## config.mk

```make
export PLATFORM = sky130hd
export DESIGN_NAME = fetch_frontend
export DESIGN_NICKNAME = d
export VERILOG_FILES = /design/src/hw/fetch_pkg.sv /design/src/hw/branch_target_buffer.sv /design/src/hw/fetch_frontend.sv /design/src/hw/fetch_pc_stage.sv /design/src/hw/fetch_predecode.sv /design/src/hw/icache_line.sv /design/src/hw/instr_buffer.sv
export SDC_FILE = /design/constraint.sdc
export NUM_CORES = 1
export LEC_CHECK = 0
export ABC_AREA = 1
export BUFFER_PORTS_ARGS = -buffer_cell sky130_fd_sc_hd__buf_2
export CAP_MARGIN = 20
export CORE_UTILIZATION = 50
export CTS_CLUSTER_SIZE = 30
export DETAILED_ROUTE_END_ITERATION = 8
export PLACE_DENSITY = 0.79
export SETUP_SLACK_MARGIN = 0.1
export SLEW_MARGIN = 10
export SYNTH_ARGS = -nofsm -noshare
export SYNTH_HDL_FRONTEND = slang
export SYNTH_SLANG_ARGS = --single-unit
```

## constraint.sdc

```tcl
create_clock -name clk -period 7.8 [get_ports clk]
set_input_delay 1.56 -clock clk [delete_from_list [all_inputs] [get_ports clk]]
set_output_delay 1.56 -clock clk [all_outputs]
set_load 0.05 [all_outputs]
```

## src/hw/fetch_pkg.sv

```systemverilog
package fetch_pkg;

    ////////////////////////////////////////
    // Fetch address and buffer sizing
    ////////////////////////////////////////

    // First fetch address out of reset
    localparam logic [31:0] RESET_PC = 32'h1c00_0000;

    // Instruction buffer entries and pointer widths
    localparam int IB_DEPTH = 8;
    localparam int IB_PTR_W = $clog2(IB_DEPTH);
    localparam int IB_CNT_W = $clog2(IB_DEPTH + 1);

    // Direct-mapped predictor, index from PC[4:2]
    localparam int BTB_ENTRIES = 8;
    localparam int BTB_IDX_W   = $clog2(BTB_ENTRIES);
    localparam int BTB_TAG_W   = 32 - BTB_IDX_W - 2;

    // One cache line of 16 bytes
    localparam int LINE_WORDS = 4;
    localparam int LINE_OFF_W = $clog2(LINE_WORDS);
    localparam int LINE_TAG_W = 32 - LINE_OFF_W - 2;

    ////////////////////////////////////////
    // Opcodes and encodings
    ////////////////////////////////////////

    // Major opcodes of the direct jumps
    localparam logic [5:0] OP_B  = 6'b010100;
    localparam logic [5:0] OP_BL = 6'b010101;

    // Predecode classes
    typedef enum logic [1:0] {
        PD_NONE,
        PD_B,
        PD_BL
    } pd_op_e;

    // Cache fill FSM
    typedef enum logic {
        IC_IDLE,
        IC_FILL
    } ic_state_e;

endpackage

```

## src/hw/branch_target_buffer.sv

```systemverilog
`timescale 1ns/1ps

module branch_target_buffer (
    input  logic        clk,
    input  logic        rstn,
    input  logic [31:0] pc_if1,
    input  logic        ex_br,
    input  logic [31:0] ex_br_pc,
    input  logic [31:0] ex_br_target,
    output logic [31:0] pc_predict
);

    ////////////////////////////////////////
    // Storage
    ////////////////////////////////////////

    logic [fetch_pkg::BTB_ENTRIES-1:0] btb_valid;
    logic [fetch_pkg::BTB_TAG_W-1:0]   btb_tag    [fetch_pkg::BTB_ENTRIES];
    logic [31:0]                       btb_target [fetch_pkg::BTB_ENTRIES];

    // Lookup side
    logic [fetch_pkg::BTB_IDX_W-1:0] rd_idx;
    logic [fetch_pkg::BTB_TAG_W-1:0] rd_tag;
    logic                            hit;

    // Training side
    logic [fetch_pkg::BTB_IDX_W-1:0] wr_idx;
    logic [fetch_pkg::BTB_TAG_W-1:0] wr_tag;

    // Word index bits, byte offset dropped
    assign rd_idx = pc_if1[fetch_pkg::BTB_IDX_W+1:2];
    assign rd_tag = pc_if1[31:fetch_pkg::BTB_IDX_W+2];

    assign wr_idx = ex_br_pc[fetch_pkg::BTB_IDX_W+1:2];
    assign wr_tag = ex_br_pc[31:fetch_pkg::BTB_IDX_W+2];

    ////////////////////////////////////////
    // Combinational prediction
    ////////////////////////////////////////

    assign hit = btb_valid[rd_idx] && (btb_tag[rd_idx] == rd_tag);

    // Taken target on a hit, else fall through
    assign pc_predict = hit ? btb_target[rd_idx] : pc_if1 + 32'd4;

    ////////////////////////////////////////
    // Training on execute redirects
    ////////////////////////////////////////

    always_ff @(posedge clk) begin
        if (!rstn) begin
            btb_valid <= '0;
        end else if (ex_br) begin
            btb_valid[wr_idx] <= 1'b1;
        end
    end

    // Last redirect for this index wins
    always_ff @(posedge clk) begin
        if (ex_br) begin
            btb_tag[wr_idx]    <= wr_tag;
            btb_target[wr_idx] <= ex_br_target;
        end
    end

endmodule

```

## src/hw/fetch_frontend.sv

```systemverilog
`timescale 1ns/1ps

module fetch_frontend (
    input  logic        clk,
    input  logic        rstn,
    input  logic        ex_br,
    input  logic [31:0] ex_br_pc,
    input  logic [31:0] ex_br_target,
    input  logic        ib_pop,
    output logic        ib_valid,
    output logic [31:0] ib_pc,
    output logic [31:0] ib_instr,
    output logic        mem_req,
    output logic [31:0] mem_addr,
    input  logic        mem_valid,
    input  logic [31:0] mem_rdata
);

    // IF1 side
    logic [31:0] pc_if1;
    logic [31:0] pc_predict;
    logic [31:0] instr_if1;
    logic        stall_icache;
    logic        fetch_valid;

    // IF2 side
    logic        if2_valid;
    logic [31:0] if2_pc;
    logic [31:0] if2_instr;
    logic        br_pd;
    logic [31:0] pc_pd;
    logic        ib_full;

    ////////////////////////////////////////
    // IF1
    ////////////////////////////////////////

    fetch_pc_stage u_pc_stage (
        .clk          (clk),
        .rstn         (rstn),
        .pc_predict   (pc_predict),
        .ex_br        (ex_br),
        .ex_br_target (ex_br_target),
        .br_pd        (br_pd),
        .pc_pd        (pc_pd),
        .stall_icache (stall_icache),
        .ib_full      (ib_full),
        .pc_if1       (pc_if1),
        .fetch_valid  (fetch_valid)
    );

    branch_target_buffer u_btb (
        .clk          (clk),
        .rstn         (rstn),
        .pc_if1       (pc_if1),
        .ex_br        (ex_br),
        .ex_br_pc     (ex_br_pc),
        .ex_br_target (ex_br_target),
        .pc_predict   (pc_predict)
    );

    icache_line u_icache (
        .clk          (clk),
        .rstn         (rstn),
        .pc_if1       (pc_if1),
        .instr_if1    (instr_if1),
        .stall_icache (stall_icache),
        .mem_req      (mem_req),
        .mem_addr     (mem_addr),
        .mem_valid    (mem_valid),
        .mem_rdata    (mem_rdata)
    );

    ////////////////////////////////////////
    // IF2 and buffer
    ////////////////////////////////////////

    fetch_predecode u_predecode (
        .clk         (clk),
        .rstn        (rstn),
        .fetch_valid (fetch_valid),
        .pc_if1      (pc_if1),
        .instr_if1   (instr_if1),
        .ib_full     (ib_full),
        .ex_br       (ex_br),
        .if2_valid   (if2_valid),
        .if2_pc      (if2_pc),
        .if2_instr   (if2_instr),
        .br_pd       (br_pd),
        .pc_pd       (pc_pd)
    );

    instr_buffer u_ibuf (
        .clk       (clk),
        .rstn      (rstn),
        .if2_valid (if2_valid),
        .if2_pc    (if2_pc),
        .if2_instr (if2_instr),
        .ex_br     (ex_br),
        .ib_pop    (ib_pop),
        .ib_full   (ib_full),
        .ib_valid  (ib_valid),
        .ib_pc     (ib_pc),
        .ib_instr  (ib_instr)
    );

endmodule

```

## src/hw/fetch_pc_stage.sv

```systemverilog
`timescale 1ns/1ps

module fetch_pc_stage (
    input  logic        clk,
    input  logic        rstn,
    input  logic [31:0] pc_predict,
    input  logic        ex_br,
    input  logic [31:0] ex_br_target,
    input  logic        br_pd,
    input  logic [31:0] pc_pd,
    input  logic        stall_icache,
    input  logic        ib_full,
    output logic [31:0] pc_if1,
    output logic        fetch_valid
);

    logic        started;
    logic        stall;

    // Either stall source freezes IF1
    assign stall = stall_icache | ib_full;

    // High from the second cycle after reset release
    always_ff @(posedge clk) begin
        if (!rstn) begin
            started <= 1'b0;
        end else begin
            started <= 1'b1;
        end
    end

    // Kill the IF1 fetch on stalls and on a predecode jump
    assign fetch_valid = started & ~stall & ~br_pd;

    ////////////////////////////////////////
    // Next PC select
    ////////////////////////////////////////

    always_ff @(posedge clk) begin
        if (!rstn) begin
            pc_if1 <= fetch_pkg::RESET_PC;
        end else if (ex_br) begin
            pc_if1 <= ex_br_target;
        end else if (br_pd) begin
            pc_if1 <= pc_pd;
        end else if (!stall) begin
            pc_if1 <= pc_predict;
        end
    end

    // Predecode keeps a jump in IF2 until the buffer has room
    a_no_pd_in_full: assert property (@(posedge clk) disable iff (!rstn)
        br_pd |-> !ib_full);

endmodule

```

## src/hw/fetch_predecode.sv

```systemverilog
`timescale 1ns/1ps

module fetch_predecode (
    input  logic        clk,
    input  logic        rstn,
    input  logic        fetch_valid,
    input  logic [31:0] pc_if1,
    input  logic [31:0] instr_if1,
    input  logic        ib_full,
    input  logic        ex_br,
    output logic        if2_valid,
    output logic [31:0] if2_pc,
    output logic [31:0] if2_instr,
    output logic        br_pd,
    output logic [31:0] pc_pd
);

    logic              if2_held;
    fetch_pkg::pd_op_e pd_op;
    logic [25:0]       offs26;
    logic [31:0]       jump_target;

    ////////////////////////////////////////
    // IF2 register
    ////////////////////////////////////////

    // Entry holds while the buffer is full
    always_ff @(posedge clk) begin
        if (!rstn) begin
            if2_held <= 1'b0;
        end else if (ex_br) begin
            if2_held <= 1'b0;
        end else if (!ib_full) begin
            if2_held <= fetch_valid;
        end
    end

    always_ff @(posedge clk) begin
        if (fetch_valid && !ib_full) begin
            if2_pc    <= pc_if1;
            if2_instr <= instr_if1;
        end
    end

    // Write strobe into the buffer
    assign if2_valid = if2_held & ~ib_full;

    ////////////////////////////////////////
    // B / BL detection
    ////////////////////////////////////////

    always_comb begin
        case (if2_instr[31:26])
            fetch_pkg::OP_B:  pd_op = fetch_pkg::PD_B;
            fetch_pkg::OP_BL: pd_op = fetch_pkg::PD_BL;
            default:          pd_op = fetch_pkg::PD_NONE;
        endcase
    end

    // offs[15:0] in bits 25:10, offs[25:16] in bits 9:0
    assign offs26      = {if2_instr[9:0], if2_instr[25:10]};
    assign jump_target = if2_pc + {{4{offs26[25]}}, offs26, 2'b00};

    // Redirect only if IF1 did not already move to the target
    assign br_pd = if2_valid && (pd_op != fetch_pkg::PD_NONE) && (jump_target != pc_if1);
    assign pc_pd = jump_target;

endmodule

```

## src/hw/icache_line.sv

```systemverilog
`timescale 1ns/1ps

module icache_line (
    input  logic        clk,
    input  logic        rstn,
    input  logic [31:0] pc_if1,
    output logic [31:0] instr_if1,
    output logic        stall_icache,
    output logic        mem_req,
    output logic [31:0] mem_addr,
    input  logic        mem_valid,
    input  logic [31:0] mem_rdata
);

    fetch_pkg::ic_state_e state;

    // Single line, tag and words
    logic                             line_valid;
    logic [fetch_pkg::LINE_TAG_W-1:0] line_tag;
    logic [31:0]                      line_data [fetch_pkg::LINE_WORDS];

    logic [fetch_pkg::LINE_OFF_W-1:0] fill_cnt;
    logic [fetch_pkg::LINE_TAG_W-1:0] pc_tag;
    logic [fetch_pkg::LINE_OFF_W-1:0] pc_word;
    logic                             hit;
    logic                             miss_start;
    logic                             last_word;

    ////////////////////////////////////////
    // Lookup
    ////////////////////////////////////////

    assign pc_tag  = pc_if1[31:fetch_pkg::LINE_OFF_W+2];
    assign pc_word = pc_if1[fetch_pkg::LINE_OFF_W+1:2];

    assign hit          = line_valid && (line_tag == pc_tag);
    assign instr_if1    = line_data[pc_word];
    assign stall_icache = ~hit;

    // Miss seen while idle opens a fill
    assign miss_start = (state == fetch_pkg::IC_IDLE) && !hit;
    assign last_word  = mem_valid && (int'(fill_cnt) == fetch_pkg::LINE_WORDS - 1);

    // Line-aligned fill address, held by the tag register
    assign mem_addr = {line_tag, {(fetch_pkg::LINE_OFF_W + 2){1'b0}}};

    ////////////////////////////////////////
    // Fill FSM
    ////////////////////////////////////////

    always_ff @(posedge clk) begin
        if (!rstn) begin
            state      <= fetch_pkg::IC_IDLE;
            line_valid <= 1'b0;
            mem_req    <= 1'b0;
            fill_cnt   <= '0;
        end else begin
            case (state)
                fetch_pkg::IC_IDLE: begin
                    if (!hit) begin
                        state      <= fetch_pkg::IC_FILL;
                        line_valid <= 1'b0;
                        mem_req    <= 1'b1;
                        fill_cnt   <= '0;
                    end
                end
                fetch_pkg::IC_FILL: begin
                    // Words come in ascending order
                    if (mem_valid) begin
                        fill_cnt <= fill_cnt + 1'b1;
                    end
                    if (last_word) begin
                        state      <= fetch_pkg::IC_IDLE;
                        mem_req    <= 1'b0;
                        line_valid <= 1'b1;
                    end
                end
                default: state <= fetch_pkg::IC_IDLE;
            endcase
        end
    end

    // Tag latched at miss, stays put for the whole fill
    always_ff @(posedge clk) begin
        if (miss_start) begin
            line_tag <= pc_tag;
        end
    end

    always_ff @(posedge clk) begin
        if (state == fetch_pkg::IC_FILL && mem_valid) begin
            line_data[fill_cnt] <= mem_rdata;
        end
    end

    // Memory only answers an open request
    a_valid_needs_req: assert property (@(posedge clk) disable iff (!rstn)
        mem_valid |-> mem_req);

endmodule

```

## src/hw/instr_buffer.sv

```systemverilog
`timescale 1ns/1ps

module instr_buffer (
    input  logic        clk,
    input  logic        rstn,
    input  logic        if2_valid,
    input  logic [31:0] if2_pc,
    input  logic [31:0] if2_instr,
    input  logic        ex_br,
    input  logic        ib_pop,
    output logic        ib_full,
    output logic        ib_valid,
    output logic [31:0] ib_pc,
    output logic [31:0] ib_instr
);

    // PC and instruction storage
    logic [31:0] buf_pc    [fetch_pkg::IB_DEPTH];
    logic [31:0] buf_instr [fetch_pkg::IB_DEPTH];

    logic [fetch_pkg::IB_PTR_W-1:0] wr_ptr;
    logic [fetch_pkg::IB_PTR_W-1:0] rd_ptr;
    logic [fetch_pkg::IB_CNT_W-1:0] count;
    logic                           do_push;
    logic                           do_pop;

    ////////////////////////////////////////
    // Status and head
    ////////////////////////////////////////

    assign ib_full  = (int'(count) == fetch_pkg::IB_DEPTH);
    assign ib_valid = (count != '0);

    // Head entry shown directly
    assign ib_pc    = buf_pc[rd_ptr];
    assign ib_instr = buf_instr[rd_ptr];

    assign do_push = if2_valid & ~ib_full;
    assign do_pop  = ib_pop & ib_valid;

    ////////////////////////////////////////
    // Pointers and count
    ////////////////////////////////////////

    // Pointers wrap naturally, depth is a power of two
    always_ff @(posedge clk) begin
        if (!rstn) begin
            wr_ptr <= '0;
            rd_ptr <= '0;
            count  <= '0;
        end else if (ex_br) begin
            // Redirect drops all wrong-path entries
            wr_ptr <= '0;
            rd_ptr <= '0;
            count  <= '0;
        end else begin
            if (do_push) begin
                wr_ptr <= wr_ptr + 1'b1;
            end
            if (do_pop) begin
                rd_ptr <= rd_ptr + 1'b1;
            end
            case ({do_push, do_pop})
                2'b10:   count <= count + 1'b1;
                2'b01:   count <= count - 1'b1;
                default: count <= count;
            endcase
        end
    end

    always_ff @(posedge clk) begin
        if (do_push) begin
            buf_pc[wr_ptr]    <= if2_pc;
            buf_instr[wr_ptr] <= if2_instr;
        end
    end

    // Predecode must hold its entry while full
    a_no_write_full: assert property (@(posedge clk) disable iff (!rstn)
        if2_valid |-> !ib_full);

endmodule

```

==> flow_summary.toml <==
[sta]
final.period_utilization_pct = 71.1
fin_crit_ns = 5.55
finalSetupTns_ns = 0
rsz0062_at_grt = "no"
skew_ns = 0.0746
maxSlewHeadroom_pct = 23.6
timing.final.ws_setup_ns = 2.25
hold_viol = 0
setup_viol = 0
drv_slew = 0
max_slew.worst_pin.slew_ns = 1.15
clock.fmax_mhz = 180

[cts]
cts_num_sinks = 1267
cts_tree = "yes"
root_buffer = "clkbuf_16"
post_cts_resized = 0
worstSkewPairLatency_ns = 0.75
htreeDepth = 3
post_cts_buffers = 0
cts_made_buffers = 121
cts.hold.buffers_added = 0
cts_buffer_depth = 3
clk_pin_slew_ns = 0.07

[setup_path]
slowest_delay_ns = 0.75
worst_setup_path_end_kind = "register"
crit_family = "simple AND/OR/NAND/NOR gates"
start_kind = "register"
worstPathBufferInverterCount = 3
cp.required_ns = 8.38
criticalPathCategory = "register to register"
critPathArrivalTime_ns = 6.12
crit_fanout = 47
cpMostUsedCell = "nand2_1"
cp_cell_sequence = "ha_1 > nand2_1 > inv_1 > nand2_1 > nor3_1 > nand2_2 > nand2_1 > nand2_1 > nand3b_1 > nand2_1 > nand2_1 > nand2_1 > nor2_1 > nand2_1 > nor2_2 > nand2_4 > nand2_4 > buf_4 > nand2_1 > clkinv_1 > nor2_1 > o21ai_1 > nand2_1"
crit_path_top_delay_cell = "nand2_1"

[floorplan]
fp-row-count = 119
fp.dieW_um = 330
start_util_pct = 50.7
die_height_um = 330
dieArea_mm2 = 0.109
io_pins = 199
core-area_mm2 = 0.106

[detailed_routing]
ant_nets = 0
via_per_inst = 5.91
drt-pass1-iter-count = 6
wl_per_cell_um = 23.1
remaining_drc_errors = 0
drtIter0Drc = 4646
vias = 37700
drt-total-wl_mm = 147

[global_route]
grt_pass1_wl_mm = 214
grt_max_degree = 182
grt_overflow_total = 0
antenna_found_initial = 17
grt_use_total_pct = 26.5
grt_pass1_vias = 35300

[status]
status = "finished, final reports clean"

[final_layout]
area_growth_pct = 11.9
final_layout_size_suffix_gt1_share_pct = 10.1
fin_nets = 5019

[logic_synthesis]
syn-cell-area_mm2 = 0.0537
ys_seq_area_share_pct = 69.7
async_flop_share_pct = 0
ys_seq_elements = 1267
synth_edf_count = 1204
post_synth.cell_area_avg_um2 = 11.3
yosysUniqueCellTypes = 53
netlist_instances = 4766
synth.yosys.warnings = 0
synth_ff_type = "edfxtp_1"

[worst_hold_path]
worstHoldPathType = "register to register"

[placed_design]
dpl.hpwl_mm = 90.3
gp_congestion = 1.01
post-place-ws_ns = 2.51
port_buffers = 192

[power_and_ir_drop]
ir_worst_vdd_uv = 230
power.density_mw_per_mm2 = 241
leakagePower_nw = 21.6

[run]
drv_cap = 0
-- layer usage --
layer | GRT usage [%] | wire [um] | up-vias
li1 | - | - | 17200
met1 | 34.9 | 55800 | 18200
met2 | 42.5 | 69700 | 2070
met3 | 5.33 | 15200 | 333
met4 | 11.7 | 6320 | 14
met5 | 0 | 83 | -
-- kinds of logic (layout without fill, tap and decap cells) --
kind of cell	count (synthesis)	after routing	synth area share, %
and+or+nand+nor	1917	1917	14.5
DFF	1267	1267	69.7
AOI/OAI and AO/OA	1017	1017	10.5
buffers and inverters	488	701	3.73
adders and majority gates	41	41	0.984
xor gates and xnor gates	35	35	0.571
other	1	14	0.00699
-- synthesized netlist by cell type, drive strengths merged, types with 21 or more instances --
cell type     n  share of area [%]
nand2       603                4.3
a21oi        74               0.70
o221ai       31               0.51
xor2         31               0.51
ha           39               0.91
nand3       198                1.9
a31oi        66               0.77
inv         222                1.6
nor3         30               0.30
clkbuf      191                1.3
o21ai       642                6.0
a22oi        25               0.35
nor2       1016                7.1
o211ai       21               0.29
dfxtp        63                2.3
edfxtp     1204                 67
buf          74               0.83
nand4        29               0.34
o22ai       129                1.5
-- worst paths after layout --
check | startpoint | to | slack [ns] | cells past startpoint
worst max-delay path | u_predecode.if2_pc[12]$_DFFE_PP_ | u_pc_stage.pc_if1[26]$_SDFFE_PN1N_ | 2.25 | 23
worst min-delay path | u_ibuf.rd_ptr[2]$_SDFFE_PP0P_ | u_ibuf.rd_ptr[2]$_SDFFE_PP0P_ | 0.44 | 1
worst max register to register | u_predecode.if2_pc[12]$_DFFE_PP_ | u_pc_stage.pc_if1[26]$_SDFFE_PN1N_ | 2.25 | 23
worst min register to register | u_ibuf.rd_ptr[2]$_SDFFE_PP0P_ | u_ibuf.rd_ptr[2]$_SDFFE_PP0P_ | 0.44 | 1
-- where the power goes --
group | switching, mW | internal, mW | leakage (nW)
clock network | 2.54 | 3.54 | 2.03
registers | 0.0810 | 7.53 | 11.4
logic | 0.591 | 0.217 | 8.10
total | 3.21 | 11.3 | 21.6
-- cell type report --
class / count / area [um2]
Tap cell: 1391 / 1740
Multi-Input combinational cell: 3014 / 14400
Clock buffer: 141 / 3130
Clock inverter: 87 / 1020
Inverter: 223 / 852
Fill cell: 8294 / 45800
Timing Repair Buffer: 250 / 1430
Sequential cell: 1267 / 37400
Antenna cell: 10 / 25.0
-- flip-flops by register name, indices dropped and copies added (netlist names), named ones only --
signal and flops:
u_btb.btb_target 256, u_ibuf.buf_instr 256, u_ibuf.buf_pc 256, u_btb.btb_tag 216, u_icache.line_data 128, u_pc_stage.pc_if1 32, u_predecode.if2_instr 32, u_predecode.if2_pc 32
u_icache.line_tag 28, u_btb.btb_valid 8, u_ibuf.count 4, u_ibuf.rd_ptr 3, u_ibuf.wr_ptr 3, u_icache.fill_cnt 2, u_icache.line_valid 1, u_icache.mem_req 1
u_icache.state 1, u_pc_stage.started 1, u_predecode.if2_held 1
-- cell usage in the layout, fill, tap and decap left out, drive strengths merged, types with 16 or more instances in the layout --
cell / synthesis / routed
buf: 74 / 250
edfxtp: 1204 / 1204
a21oi: 74 / 74
o21ai: 642 / 642
o221ai: 31 / 31
o22ai: 129 / 129
o21a: 16 / 16
nor4: 16 / 16
a22oi: 25 / 25
o211ai: 21 / 21
xor2: 31 / 31
nor3: 30 / 30
dfxtp: 63 / 63
a31oi: 66 / 66
nor2: 1016 / 1016
nand4: 29 / 29
bufinv: 0 / 20
clkinv: 1 / 58
nand2: 603 / 603
clkbuf: 191 / 141
inv: 222 / 229
nand3: 198 / 198
ha: 39 / 39
-- through the flow --
| step | instance area [um2] | total power, mW | cells | hold slack, ns | util (%) |
|---|---|---|---|---|---|
| global placement | 55900 | 8.51 | 6144 | 0.421 | 52.8 |
| finish | 60100 | 14.5 | 6383 | 0.436 | 56.7 |
| CTS | 60000 | 14.5 | 6372 | 0.440 | 56.7 |
| floorplan | 53700 | 8.23 | 4769 | 0.412 | - |
| detailed placement | 55900 | 8.54 | 6144 | 0.431 | 52.8 |
| global route | 60100 | 14.9 | 6379 | 0.475 | 56.7 |
Power figures use the tool's default switching activity.
